==> src/rtl/mm_pkg.sv <==
// Shared types and constants for the matrix-multiply controller
// Word, address, dimension and tile-count types
// Reduction mode and controller state encodings
// Peripheral register map

package mm_pkg;

  // Word index on the peripheral port
  typedef logic [2:0] addr_t;

  // Peripheral data word
  typedef logic [31:0] word_t;

  // One matrix dimension (M, N or K)
  typedef logic [15:0] dim_t;

  // Number of tiles in a job
  typedef logic [15:0] tile_cnt_t;

  // Reduction applied after the tile loop
  typedef enum logic [1:0] {
    RED_NONE = 2'd0,
    RED_SUM  = 2'd1,
    RED_MAX  = 2'd2
  } red_mode_e;

  // Controller sequence
  typedef enum logic [2:0] {
    LATCH_RST,
    IDLE,
    STARTING,
    COMPUTING,
    FINISHED
  } ctrl_state_e;

  // Register map, one word per index
  localparam addr_t REG_TRIGGER    = 3'd0;
  localparam addr_t REG_STATUS     = 3'd1;
  localparam addr_t REG_SOFT_CLEAR = 3'd2;
  localparam addr_t REG_M          = 3'd3;
  localparam addr_t REG_N          = 3'd4;
  localparam addr_t REG_K          = 3'd5;
  localparam addr_t REG_CONF       = 3'd6;
  localparam addr_t REG_TILES_DONE = 3'd7;

  // Reduction mode field inside REG_CONF
  localparam int unsigned ConfRedLsb = 1;
  localparam int unsigned ConfRedMsb = 2;

  // Busy flag position in REG_STATUS
  localparam int unsigned StatusBusyBit = 0;

endpackage

==> src/rtl/mm_periph_if.sv <==
// Peripheral request bundle between host side and register file
// Master drives the request, slave answers one cycle later

interface mm_periph_if
  import mm_pkg::*;
();

  // Request side
  logic  req;
  logic  we;
  addr_t addr;
  word_t wdata;

  // Response side
  word_t rdata;
  logic  rvalid;

  modport master (
    output req, we, addr, wdata,
    input  rdata, rvalid
  );

  modport slave (
    input  req, we, addr, wdata,
    output rdata, rvalid
  );

endinterface

==> src/rtl/mm_ctrl.sv <==
// Controller FSM for one job context
// Start latch, busy, clear and flush generation
// Holds the register slave and the tiler

module mm_ctrl
  import mm_pkg::*;
#(
  parameter int unsigned NumCores    = 8,
  parameter int unsigned Height      = 4,
  parameter int unsigned Width       = 8,
  parameter int unsigned NumPipeRegs = 3
) (
  input  logic                     clk_i,
  input  logic                     rst_ni,
  input  logic                     w_loaded_i,
  input  logic                     z_ready_i,
  input  logic                     r_ready_i,
  input  tile_cnt_t                tiles_done_i,
  mm_periph_if.slave               periph,
  output logic                     busy_o,
  output logic                     clear_o,
  output logic                     flush_o,
  output logic                     cfg_complete_o,
  output logic                     first_load_o,
  output logic                     finished_o,
  output logic [NumCores-1:0][1:0] evt_o,
  output tile_cnt_t                tiles_m_o,
  output tile_cnt_t                tiles_n_o,
  output tile_cnt_t                tiles_total_o,
  output dim_t                     k_o,
  output red_mode_e                red_mode_o
);

  ctrl_state_e state_q;
  ctrl_state_e state_d;
  logic        slave_start;
  logic        slave_clear;
  logic        start_latch_q;
  logic        tiler_valid;
  logic        tiler_setback;
  logic        done;
  dim_t        cfg_m;
  dim_t        cfg_n;
  dim_t        cfg_k;
  red_mode_e   cfg_red_mode;

  mm_reg_slave #(
    .NumCores (NumCores)
  ) mm_reg_slave_inst (
    .clk_i        (clk_i),
    .rst_ni       (rst_ni),
    .busy_i       (busy_o),
    .done_i       (done),
    .tiles_done_i (tiles_done_i),
    .periph       (periph),
    .start_o      (slave_start),
    .clear_o      (slave_clear),
    .m_o          (cfg_m),
    .n_o          (cfg_n),
    .k_o          (cfg_k),
    .red_mode_o   (cfg_red_mode),
    .evt_o        (evt_o)
  );

  // Trigger write doubles as the tiler latch strobe
  mm_tiler #(
    .Height      (Height),
    .Width       (Width),
    .NumPipeRegs (NumPipeRegs)
  ) mm_tiler_inst (
    .clk_i         (clk_i),
    .rst_ni        (rst_ni),
    .clear_i       (clear_o),
    .setback_i     (tiler_setback),
    .start_cfg_i   (slave_start),
    .m_i           (cfg_m),
    .n_i           (cfg_n),
    .k_i           (cfg_k),
    .red_mode_i    (cfg_red_mode),
    .valid_o       (tiler_valid),
    .tiles_m_o     (tiles_m_o),
    .tiles_n_o     (tiles_n_o),
    .tiles_total_o (tiles_total_o),
    .k_o           (k_o),
    .red_mode_o    (red_mode_o)
  );

  // State register, soft clear forces IDLE
  always_ff @(posedge clk_i or negedge rst_ni) begin
    if (!rst_ni) begin
      state_q <= LATCH_RST;
    end else if (slave_clear) begin
      state_q <= IDLE;
    end else begin
      state_q <= state_d;
    end
  end

  // Pending trigger until the job is taken
  always_ff @(posedge clk_i or negedge rst_ni) begin
    if (!rst_ni) begin
      start_latch_q <= 1'b0;
    end else if (clear_o || tiler_setback) begin
      start_latch_q <= 1'b0;
    end else if (slave_start) begin
      start_latch_q <= 1'b1;
    end
  end

  // Next-state logic
  always_comb begin
    state_d = state_q;
    case (state_q)
      LATCH_RST: state_d = IDLE;
      IDLE: begin
        if (start_latch_q && tiler_valid) begin
          state_d = STARTING;
        end
      end
      STARTING: begin
        if (w_loaded_i) begin
          state_d = COMPUTING;
        end
      end
      COMPUTING: begin
        // Reduction jobs also wait for the R sink
        if (z_ready_i && ((red_mode_o == RED_NONE) || r_ready_i)) begin
          state_d = FINISHED;
        end
      end
      FINISHED:  state_d = IDLE;
      default:   state_d = IDLE;
    endcase
  end

  assign tiler_setback  = (state_q == IDLE) && (state_d == STARTING);
  assign done           = (state_q == FINISHED);
  assign busy_o         = (state_q == STARTING) || (state_q == COMPUTING);
  assign flush_o        = done;
  assign finished_o     = done;
  assign first_load_o   = (state_q == STARTING);
  assign cfg_complete_o = tiler_valid;
  // One clear cycle out of reset as well
  assign clear_o        = slave_clear || (state_q == LATCH_RST);

endmodule

==> src/rtl/mm_ctrl_top.sv <==
// Top level of the matrix-multiply controller
// Plain peripheral ports bundled onto the internal bus
// Controller and tile sequencer wiring

module mm_ctrl_top
  import mm_pkg::*;
#(
  parameter int unsigned NumCores    = 8,
  parameter int unsigned Height      = 4,
  parameter int unsigned Width       = 8,
  parameter int unsigned NumPipeRegs = 3
) (
  input  logic                     clk_i,
  input  logic                     rst_ni,
  input  logic                     periph_req_i,
  input  logic                     periph_we_i,
  input  addr_t                    periph_addr_i,
  input  word_t                    periph_wdata_i,
  output word_t                    periph_rdata_o,
  output logic                     periph_rvalid_o,
  output logic                     busy_o,
  output logic                     flush_o,
  output logic                     cfg_complete_o,
  output logic [NumCores-1:0][1:0] evt_o
);

  logic      clear;
  logic      first_load;
  logic      finished;
  logic      w_loaded;
  logic      z_ready;
  logic      r_ready;
  tile_cnt_t tiles_n;
  tile_cnt_t tiles_total;
  tile_cnt_t tiles_done;
  dim_t      job_k;
  red_mode_e job_red_mode;

  mm_periph_if periph_bus ();

  // Host side of the bus
  assign periph_bus.req   = periph_req_i;
  assign periph_bus.we    = periph_we_i;
  assign periph_bus.addr  = periph_addr_i;
  assign periph_bus.wdata = periph_wdata_i;
  assign periph_rdata_o   = periph_bus.rdata;
  assign periph_rvalid_o  = periph_bus.rvalid;

  mm_ctrl #(
    .NumCores    (NumCores),
    .Height      (Height),
    .Width       (Width),
    .NumPipeRegs (NumPipeRegs)
  ) mm_ctrl_inst (
    .clk_i          (clk_i),
    .rst_ni         (rst_ni),
    .w_loaded_i     (w_loaded),
    .z_ready_i      (z_ready),
    .r_ready_i      (r_ready),
    .tiles_done_i   (tiles_done),
    .periph         (periph_bus),
    .busy_o         (busy_o),
    .clear_o        (clear),
    .flush_o        (flush_o),
    .cfg_complete_o (cfg_complete_o),
    .first_load_o   (first_load),
    .finished_o     (finished),
    .evt_o          (evt_o),
    .tiles_m_o      (),
    .tiles_n_o      (tiles_n),
    .tiles_total_o  (tiles_total),
    .k_o            (job_k),
    .red_mode_o     (job_red_mode)
  );

  // Sequencer works from the total and the column count
  mm_tile_sequencer mm_tile_sequencer_inst (
    .clk_i         (clk_i),
    .rst_ni        (rst_ni),
    .clear_i       (clear),
    .first_load_i  (first_load),
    .finished_i    (finished),
    .tiles_n_i     (tiles_n),
    .tiles_total_i (tiles_total),
    .k_i           (job_k),
    .red_mode_i    (job_red_mode),
    .w_loaded_o    (w_loaded),
    .z_ready_o     (z_ready),
    .r_ready_o     (r_ready),
    .tiles_done_o  (tiles_done)
  );

endmodule

==> src/rtl/mm_reg_slave.sv <==
// Register file on the peripheral port
// Job registers, trigger and soft-clear strobes, status readback
// Tile-count capture and per-core completion events

module mm_reg_slave
  import mm_pkg::*;
#(
  parameter int unsigned NumCores = 8
) (
  input  logic                     clk_i,
  input  logic                     rst_ni,
  input  logic                     busy_i,
  input  logic                     done_i,
  input  tile_cnt_t                tiles_done_i,
  mm_periph_if.slave               periph,
  output logic                     start_o,
  output logic                     clear_o,
  output dim_t                     m_o,
  output dim_t                     n_o,
  output dim_t                     k_o,
  output red_mode_e                red_mode_o,
  output logic [NumCores-1:0][1:0] evt_o
);

  logic      wr_en;
  logic      rd_en;
  dim_t      m_q;
  dim_t      n_q;
  dim_t      k_q;
  word_t     conf_q;
  tile_cnt_t tiles_done_q;
  word_t     rdata_d;
  word_t     rdata_q;
  logic      rvalid_q;

  // Port never stalls, so a request is a single-cycle strobe
  assign wr_en = periph.req & periph.we;
  assign rd_en = periph.req & ~periph.we;

  // Command strobes act in the cycle of the write
  assign start_o = wr_en && (periph.addr == REG_TRIGGER);
  assign clear_o = wr_en && (periph.addr == REG_SOFT_CLEAR);

  // Job registers
  always_ff @(posedge clk_i or negedge rst_ni) begin
    if (!rst_ni) begin
      m_q    <= '0;
      n_q    <= '0;
      k_q    <= '0;
      conf_q <= '0;
    end else if (wr_en) begin
      case (periph.addr)
        REG_M:    m_q    <= dim_t'(periph.wdata);
        REG_N:    n_q    <= dim_t'(periph.wdata);
        REG_K:    k_q    <= dim_t'(periph.wdata);
        REG_CONF: conf_q <= periph.wdata;
        // Trigger, clear and read-only slots hold nothing
        default:  ;
      endcase
    end
  end

  // Tile count of the last finished job
  always_ff @(posedge clk_i or negedge rst_ni) begin
    if (!rst_ni) begin
      tiles_done_q <= '0;
    end else if (done_i) begin
      tiles_done_q <= tiles_done_i;
    end
  end

  // Read mux
  always_comb begin
    rdata_d = '0;
    case (periph.addr)
      REG_STATUS:     rdata_d[StatusBusyBit] = busy_i;
      REG_M:          rdata_d = word_t'(m_q);
      REG_N:          rdata_d = word_t'(n_q);
      REG_K:          rdata_d = word_t'(k_q);
      REG_CONF:       rdata_d = conf_q;
      REG_TILES_DONE: rdata_d = word_t'(tiles_done_q);
      default:        rdata_d = '0;
    endcase
  end

  // Read response one cycle after the request
  always_ff @(posedge clk_i or negedge rst_ni) begin
    if (!rst_ni) begin
      rvalid_q <= 1'b0;
    end else begin
      rvalid_q <= rd_en;
    end
  end

  always_ff @(posedge clk_i) begin
    if (rd_en) begin
      rdata_q <= rdata_d;
    end
  end

  assign periph.rdata  = rdata_q;
  assign periph.rvalid = rvalid_q;

  assign m_o        = m_q;
  assign n_o        = n_q;
  assign k_o        = k_q;
  assign red_mode_o = red_mode_e'(conf_q[ConfRedMsb:ConfRedLsb]);

  // Completion event on bit 0 of each core line, bit 1 unused
  always_comb begin
    for (int c = 0; c < NumCores; c++) begin
      evt_o[c] = {1'b0, done_i};
    end
  end

endmodule

==> src/rtl/mm_tile_sequencer.sv <==
// Stand-in for scheduler and streamers
// Weight-load count, per-tile K-cycle loop, optional reduction drain
// Loaded and sink-ready flags plus running tile count

module mm_tile_sequencer
  import mm_pkg::*;
(
  input  logic      clk_i,
  input  logic      rst_ni,
  input  logic      clear_i,
  input  logic      first_load_i,
  input  logic      finished_i,
  input  tile_cnt_t tiles_n_i,
  input  tile_cnt_t tiles_total_i,
  input  dim_t      k_i,
  input  red_mode_e red_mode_i,
  output logic      w_loaded_o,
  output logic      z_ready_o,
  output logic      r_ready_o,
  output tile_cnt_t tiles_done_o
);

  dim_t      load_cnt_q;
  dim_t      cyc_cnt_q;
  tile_cnt_t tile_cnt_q;
  tile_cnt_t drain_cnt_q;
  logic      comp_q;
  logic      drain_q;
  logic      z_ready_q;
  logic      r_ready_q;
  logic      tile_end;
  logic      last_tile;
  logic      z_set;
  logic      drain_end;

  // Counters compare against count + 1 so that zero sizes still finish
  assign w_loaded_o = first_load_i && (32'(load_cnt_q) + 32'd1 >= 32'(k_i));
  assign tile_end   = comp_q && (32'(cyc_cnt_q) + 32'd1 >= 32'(k_i));
  assign last_tile  = tile_end && (32'(tile_cnt_q) + 32'd1 >= 32'(tiles_total_i));
  // Empty job goes straight to the Z sink
  assign z_set      = last_tile || (w_loaded_o && (tiles_total_i == '0));
  assign drain_end  = drain_q && (32'(drain_cnt_q) + 32'd1 >= 32'(tiles_n_i));

  always_ff @(posedge clk_i or negedge rst_ni) begin
    if (!rst_ni) begin
      load_cnt_q  <= '0;
      cyc_cnt_q   <= '0;
      tile_cnt_q  <= '0;
      drain_cnt_q <= '0;
      comp_q      <= 1'b0;
      drain_q     <= 1'b0;
      z_ready_q   <= 1'b0;
      r_ready_q   <= 1'b0;
    end else if (clear_i) begin
      load_cnt_q  <= '0;
      cyc_cnt_q   <= '0;
      tile_cnt_q  <= '0;
      drain_cnt_q <= '0;
      comp_q      <= 1'b0;
      drain_q     <= 1'b0;
      z_ready_q   <= 1'b0;
      r_ready_q   <= 1'b0;
    end else begin
      // Weight load, K cycles in STARTING
      if (first_load_i && !w_loaded_o) begin
        load_cnt_q <= load_cnt_q + 1'b1;
      end else begin
        load_cnt_q <= '0;
      end

      // Tile loop
      if (w_loaded_o) begin
        comp_q <= (tiles_total_i != '0);
      end else if (last_tile) begin
        comp_q <= 1'b0;
      end
      if (tile_end || !comp_q) begin
        cyc_cnt_q <= '0;
      end else begin
        cyc_cnt_q <= cyc_cnt_q + 1'b1;
      end
      if (first_load_i) begin
        tile_cnt_q <= '0;
      end else if (tile_end) begin
        tile_cnt_q <= tile_cnt_q + 1'b1;
      end

      // Reduction drain, tiles_n cycles after Z
      if (z_set && (red_mode_i != RED_NONE)) begin
        drain_q <= 1'b1;
      end else if (drain_end) begin
        drain_q <= 1'b0;
      end
      if (drain_q && !drain_end) begin
        drain_cnt_q <= drain_cnt_q + 1'b1;
      end else begin
        drain_cnt_q <= '0;
      end

      // Sink flags held until the controller finishes
      if (finished_i) begin
        z_ready_q <= 1'b0;
        r_ready_q <= 1'b0;
      end else begin
        if (z_set) begin
          z_ready_q <= 1'b1;
        end
        if (drain_end) begin
          r_ready_q <= 1'b1;
        end
      end
    end
  end

  assign z_ready_o    = z_ready_q;
  assign r_ready_o    = r_ready_q;
  assign tiles_done_o = tile_cnt_q;

endmodule

==> src/rtl/mm_tiler.sv <==
// Job latch and tile-count computation
// Ceiling division of M by the tile row size and N by the array width
// Valid flag held from start until setback or clear

module mm_tiler
  import mm_pkg::*;
#(
  parameter int unsigned Height      = 4,
  parameter int unsigned Width       = 8,
  parameter int unsigned NumPipeRegs = 3
) (
  input  logic      clk_i,
  input  logic      rst_ni,
  input  logic      clear_i,
  input  logic      setback_i,
  input  logic      start_cfg_i,
  input  dim_t      m_i,
  input  dim_t      n_i,
  input  dim_t      k_i,
  input  red_mode_e red_mode_i,
  output logic      valid_o,
  output tile_cnt_t tiles_m_o,
  output tile_cnt_t tiles_n_o,
  output tile_cnt_t tiles_total_o,
  output dim_t      k_o,
  output red_mode_e red_mode_o
);

  // Rows covered by one pass through the pipelined array
  localparam int unsigned TileRow = (NumPipeRegs + 1) * Height;

  tile_cnt_t tiles_m_d;
  tile_cnt_t tiles_n_d;
  tile_cnt_t tiles_m_q;
  tile_cnt_t tiles_n_q;
  tile_cnt_t tiles_total_q;
  dim_t      k_q;
  red_mode_e red_mode_q;
  logic      valid_q;

  // Ceiling divisions by constants
  assign tiles_m_d = tile_cnt_t'((32'(m_i) + TileRow - 1) / TileRow);
  assign tiles_n_d = tile_cnt_t'((32'(n_i) + Width - 1) / Width);

  // Job snapshot taken with the trigger write
  always_ff @(posedge clk_i) begin
    if (start_cfg_i) begin
      tiles_m_q     <= tiles_m_d;
      tiles_n_q     <= tiles_n_d;
      tiles_total_q <= tile_cnt_t'(32'(tiles_m_d) * 32'(tiles_n_d));
      k_q           <= k_i;
      red_mode_q    <= red_mode_i;
    end
  end

  // Valid until the controller consumes the job
  always_ff @(posedge clk_i or negedge rst_ni) begin
    if (!rst_ni) begin
      valid_q <= 1'b0;
    end else if (clear_i || setback_i) begin
      valid_q <= 1'b0;
    end else if (start_cfg_i) begin
      valid_q <= 1'b1;
    end
  end

  assign valid_o       = valid_q;
  assign tiles_m_o     = tiles_m_q;
  assign tiles_n_o     = tiles_n_q;
  assign tiles_total_o = tiles_total_q;
  assign k_o           = k_q;
  assign red_mode_o    = red_mode_q;

endmodule

==> config.mk <==
export PLATFORM = sky130hd
export DESIGN_NAME = mm_ctrl_top
export DESIGN_NICKNAME = d
export VERILOG_FILES = /design/src/rtl/mm_pkg.sv /design/src/rtl/mm_periph_if.sv /design/src/rtl/mm_ctrl.sv /design/src/rtl/mm_ctrl_top.sv /design/src/rtl/mm_reg_slave.sv /design/src/rtl/mm_tile_sequencer.sv /design/src/rtl/mm_tiler.sv
export SDC_FILE = /design/constraint.sdc
export NUM_CORES = 1
export LEC_CHECK = 0
export BUFFER_PORTS_ARGS = -buffer_cell sky130_fd_sc_hd__buf_2
export CAP_MARGIN = 5
export CORE_MARGIN = 2
export CORE_UTILIZATION = 60
export CTS_CLUSTER_SIZE = 16
export DETAILED_ROUTE_END_ITERATION = 7
export PLACE_DENSITY = 0.9
export SETUP_SLACK_MARGIN = 0.1
export SLEW_MARGIN = 20
export SYNTH_ARGS = -nofsm -noshare
export SYNTH_HDL_FRONTEND = slang
export SYNTH_SLANG_ARGS = --single-unit
==> constraint.sdc <==
create_clock -name clk_i -period 8.9 [get_ports clk_i]
set_input_delay 0.89 -clock clk_i [delete_from_list [all_inputs] [get_ports clk_i]]
set_output_delay 0.89 -clock clk_i [all_outputs]
set_load 0.01 [all_outputs]
==> impl_metrics.yaml <==
synth:
  async_flop_share_pct: 67.9
  synth_top_flop_cell: "dfrtp_1"
  ys_seq_area_share_pct: 39.8
  avgSynthCellArea_sq_um: 10.7
  synthesis.instances: 1556
  ys_ff_latch: 249
  synth_top_area_cell: "dfrtp_1"
  synth_edf_count: 80
  syn_area_sq_um: 16700
  ys_types: 70
  yosysWarnings: 0
  yosysTopAreaCellShare_pct: 25.4
  synthTopCellsByArea: "dfrtp_1 25%, edfxtp_1 14%, fa_1 9.6%"
pwr:
  max-vdd-ir-drop_v: 0.000957
  combPwrFrac_pct: 66.1
  netSwitchingPower_mw: 3.62
  switching_share_pct: 43.9
  p_leak_nw: 8.69
  pwr-share-clk_pct: 12.9
  seqPwrFrac_pct: 21.0
  p_int_mw: 4.63
  powerDensity_nw_per_um2: 452
drt:
  first_pass_iters: 7
  ant_nets: 0
  routed.top_layer: "met4"
  viasPerCell: 6.04
  wl_met1_um: 15300
  wl_per_cell_um: 20.6
  dr_wl_met2_um: 20600
  wirelength_um: 41500
  drt_iter0_drc: 1375
  routed-wl-met3_um: 3880
  via_count: 12200
  drc: 0
sta:
  fmax_mhz: 125
  fin_crit_sh_pct: 90.0
  worst_pin_slew_ns: 1.05
  hold_violations: 0
  clock_skew_ns: 0.0233
  maxSlewViolCount: 0
  max_slew_margin_pct: 30.0
  final-setup-viol-count: 0
  fin_crit_ns: 8.01
  tns_ns: 0
  rsz0062_at_grt: "false"
clock_tree:
  cts_hold_repair.buffers: 0
  root_buffer: "clkbuf_16"
  cts_tree: "yes"
  cts_made_buffers: 25
  htree_levels: 1
  insertion_delay_ns: 0.54
  cts.sinks: 249
  cts_resized: 0
  cts.clk_slew.worst_paths_ns: 0.07
  cts_setup_buffers: 0
  clockBufferDepth: 3
placement:
  gp_congestion: 0.933
  dp_hpwl_um: 28900
  io_buffers: 82
job:
  drv_cap: 0
layout:
  layout_common_cells: "176 x inv_1, 169 x dfrtp_1, 123 x nand2_1, 123 x ha_1, 110 x nor2_1"
  fill_cells: 1842
  drive_above_1_share_pct: 15.4
  diodes: 0
  layout_commonest_cell: "inv_1"
  num-nets-final: 1862
  utilization_pct: 66.2
  area_growth_pct: 9.38
critical_path:
  startpoint_type: "register"
  critical_path.endpoint_type: "register"
  worstSetupPathType: "reg2reg"
  critPathMaxFanout: 11
  cp_data_arrival_time_ns: 8.27
  required_ns: 9.16
die:
  dieArea_sq_um: 29100
  pin_count: 91
  initial_core_util_pct: 60.5
  die_h_um: 171
  core_area_sq_um: 27600
  die_w_um: 171
  rows: 61
global_routing:
  grt_pass1_vias: 12700
  grt_max_degree: 102
  grt_remaining_overflow: 0
  antenna_found_initial: 0
  grt_use_total_pct: 29.1
  grt_pass1_wl_um: 66500
outcome:
  status: "complete, no violations"
worst_hold_path:
  hold_class: "in2async"
synth_stat cells (31+ instances only):
cell	n
ha_1	123
mux2_2	92
nand2_1	123
nand3_1	38
xor2_1	41
inv_1	176
nor2b_1	53
clkbuf_1	41
xnor2_1	92
and2_1	35
fa_1	80
nor2_1	110
a21o_1	31
dfrtp_1	169
edfxtp_1	80
worst max-delay path: stages (launching register included):
cell	delay, ns
dfrtp_1	0.53
ha_1	0.32
xnor2_1	0.39
nand3_1	0.14
nor2_1	0.38
o211ai_1	0.15
xnor2_1	0.75
nand2_1	0.18
fa_1	0.61
fa_1	0.43
fa_1	0.49
fa_1	0.54
fa_1	0.52
fa_1	0.45
xnor2_1	0.21
xnor2_1	0.16
xnor2_1	0.15
xnor2_1	0.15
xnor2_1	0.15
xnor3_1	0.24
xnor3_1	0.43
xnor2_1	0.24
xnor2_1	0.11
worst paths after layout:
| path | startpoint | to | slack (ns) | cells past startpoint |
|---|---|---|---|---|
| setup / recovery | mm_ctrl_inst.mm_reg_slave_inst.m_o[4] | mm_ctrl_inst.mm_tiler_inst.tiles_total_o[15] | 0.89 | 22 |
| hold / removal | rst_ni | mm_tile_sequencer_inst.cyc_cnt_q[2] | 0.45 | 1 |
| setup reg to reg | mm_ctrl_inst.mm_reg_slave_inst.m_o[4] | mm_ctrl_inst.mm_tiler_inst.tiles_total_o[15] | 0.89 | 22 |
| hold reg to reg | mm_ctrl_inst.mm_reg_slave_inst.conf_q[2] | mm_ctrl_inst.mm_tiler_inst.red_mode_o[1] | 0.50 | 0 |
| max in group asynchronous | rst_ni | mm_ctrl_inst.mm_reg_slave_inst.conf_q[30] | 6.99 | 2 |
| min in group clk_i | mm_ctrl_inst.mm_reg_slave_inst.conf_q[2] | mm_ctrl_inst.mm_tiler_inst.red_mode_o[1] | 0.50 | 0 |
through the flow:
step | hold WS (ns) | cells | worst slack (ns) | power, mW | instance area (sq um)
floorplan | 0.436 | 1565 | 1.92 | 5.79 | 16700
global placement | 0.464 | 1971 | 1.21 | 6.66 | 17400
detailed placement | 0.468 | 1971 | 0.990 | 7.04 | 17400
CTS | 0.495 | 2017 | 0.930 | 8.24 | 18200
global route | 0.508 | 2017 | 0.431 | 8.97 | 18200
finish | 0.445 | 2017 | 0.887 | 8.25 | 18200
cell type report:
class                           count  area, sq um  share of cell area (%)
Sequential cell                   249         6630                    36.4
Clock buffer                       37          714                    3.92
Inverter                          179          672                    3.68
Tap cell                          378          473                    2.59
Multi-Input combinational cell   1069         9120                    50.0
Timing Repair Buffer               96          522                    2.86
Clock inverter                      9          113                   0.617
per-layer routing:
layer  up-vias  track usage, %
met1      5970            36.9
li1       5319               -
met3       170            5.41
met2       733            49.4
met5         -               0
met4         0            12.3
power by group through the flow:
stage / logic, mW / clock network [mW] / registers, mW
final: 5.45 / 1.07 / 1.73
after global routing: 6.11 / 1.12 / 1.74
after CTS: 5.45 / 1.07 / 1.72
after detailed placement: 5.30 / 0 / 1.74
after global placement: 4.93 / 0 / 1.73
after floorplan: 4.12 / 0 / 1.67
cell families (layout without fill, tap and decap cells):
family | count (synthesis) | in the layout | share of synthesized area [%]
compound gates | 151 | 151 | 6.65
xor+xnor | 138 | 138 | 7.58
fa+ha+maj | 203 | 203 | 18.8
buf+inv | 247 | 321 | 6.02
flops | 249 | 249 | 39.8
mux | 111 | 111 | 7.43
other cells | 1 | 10 | 0.0225
simple gates | 456 | 456 | 13.7
(Power assumes the default switching activity.)
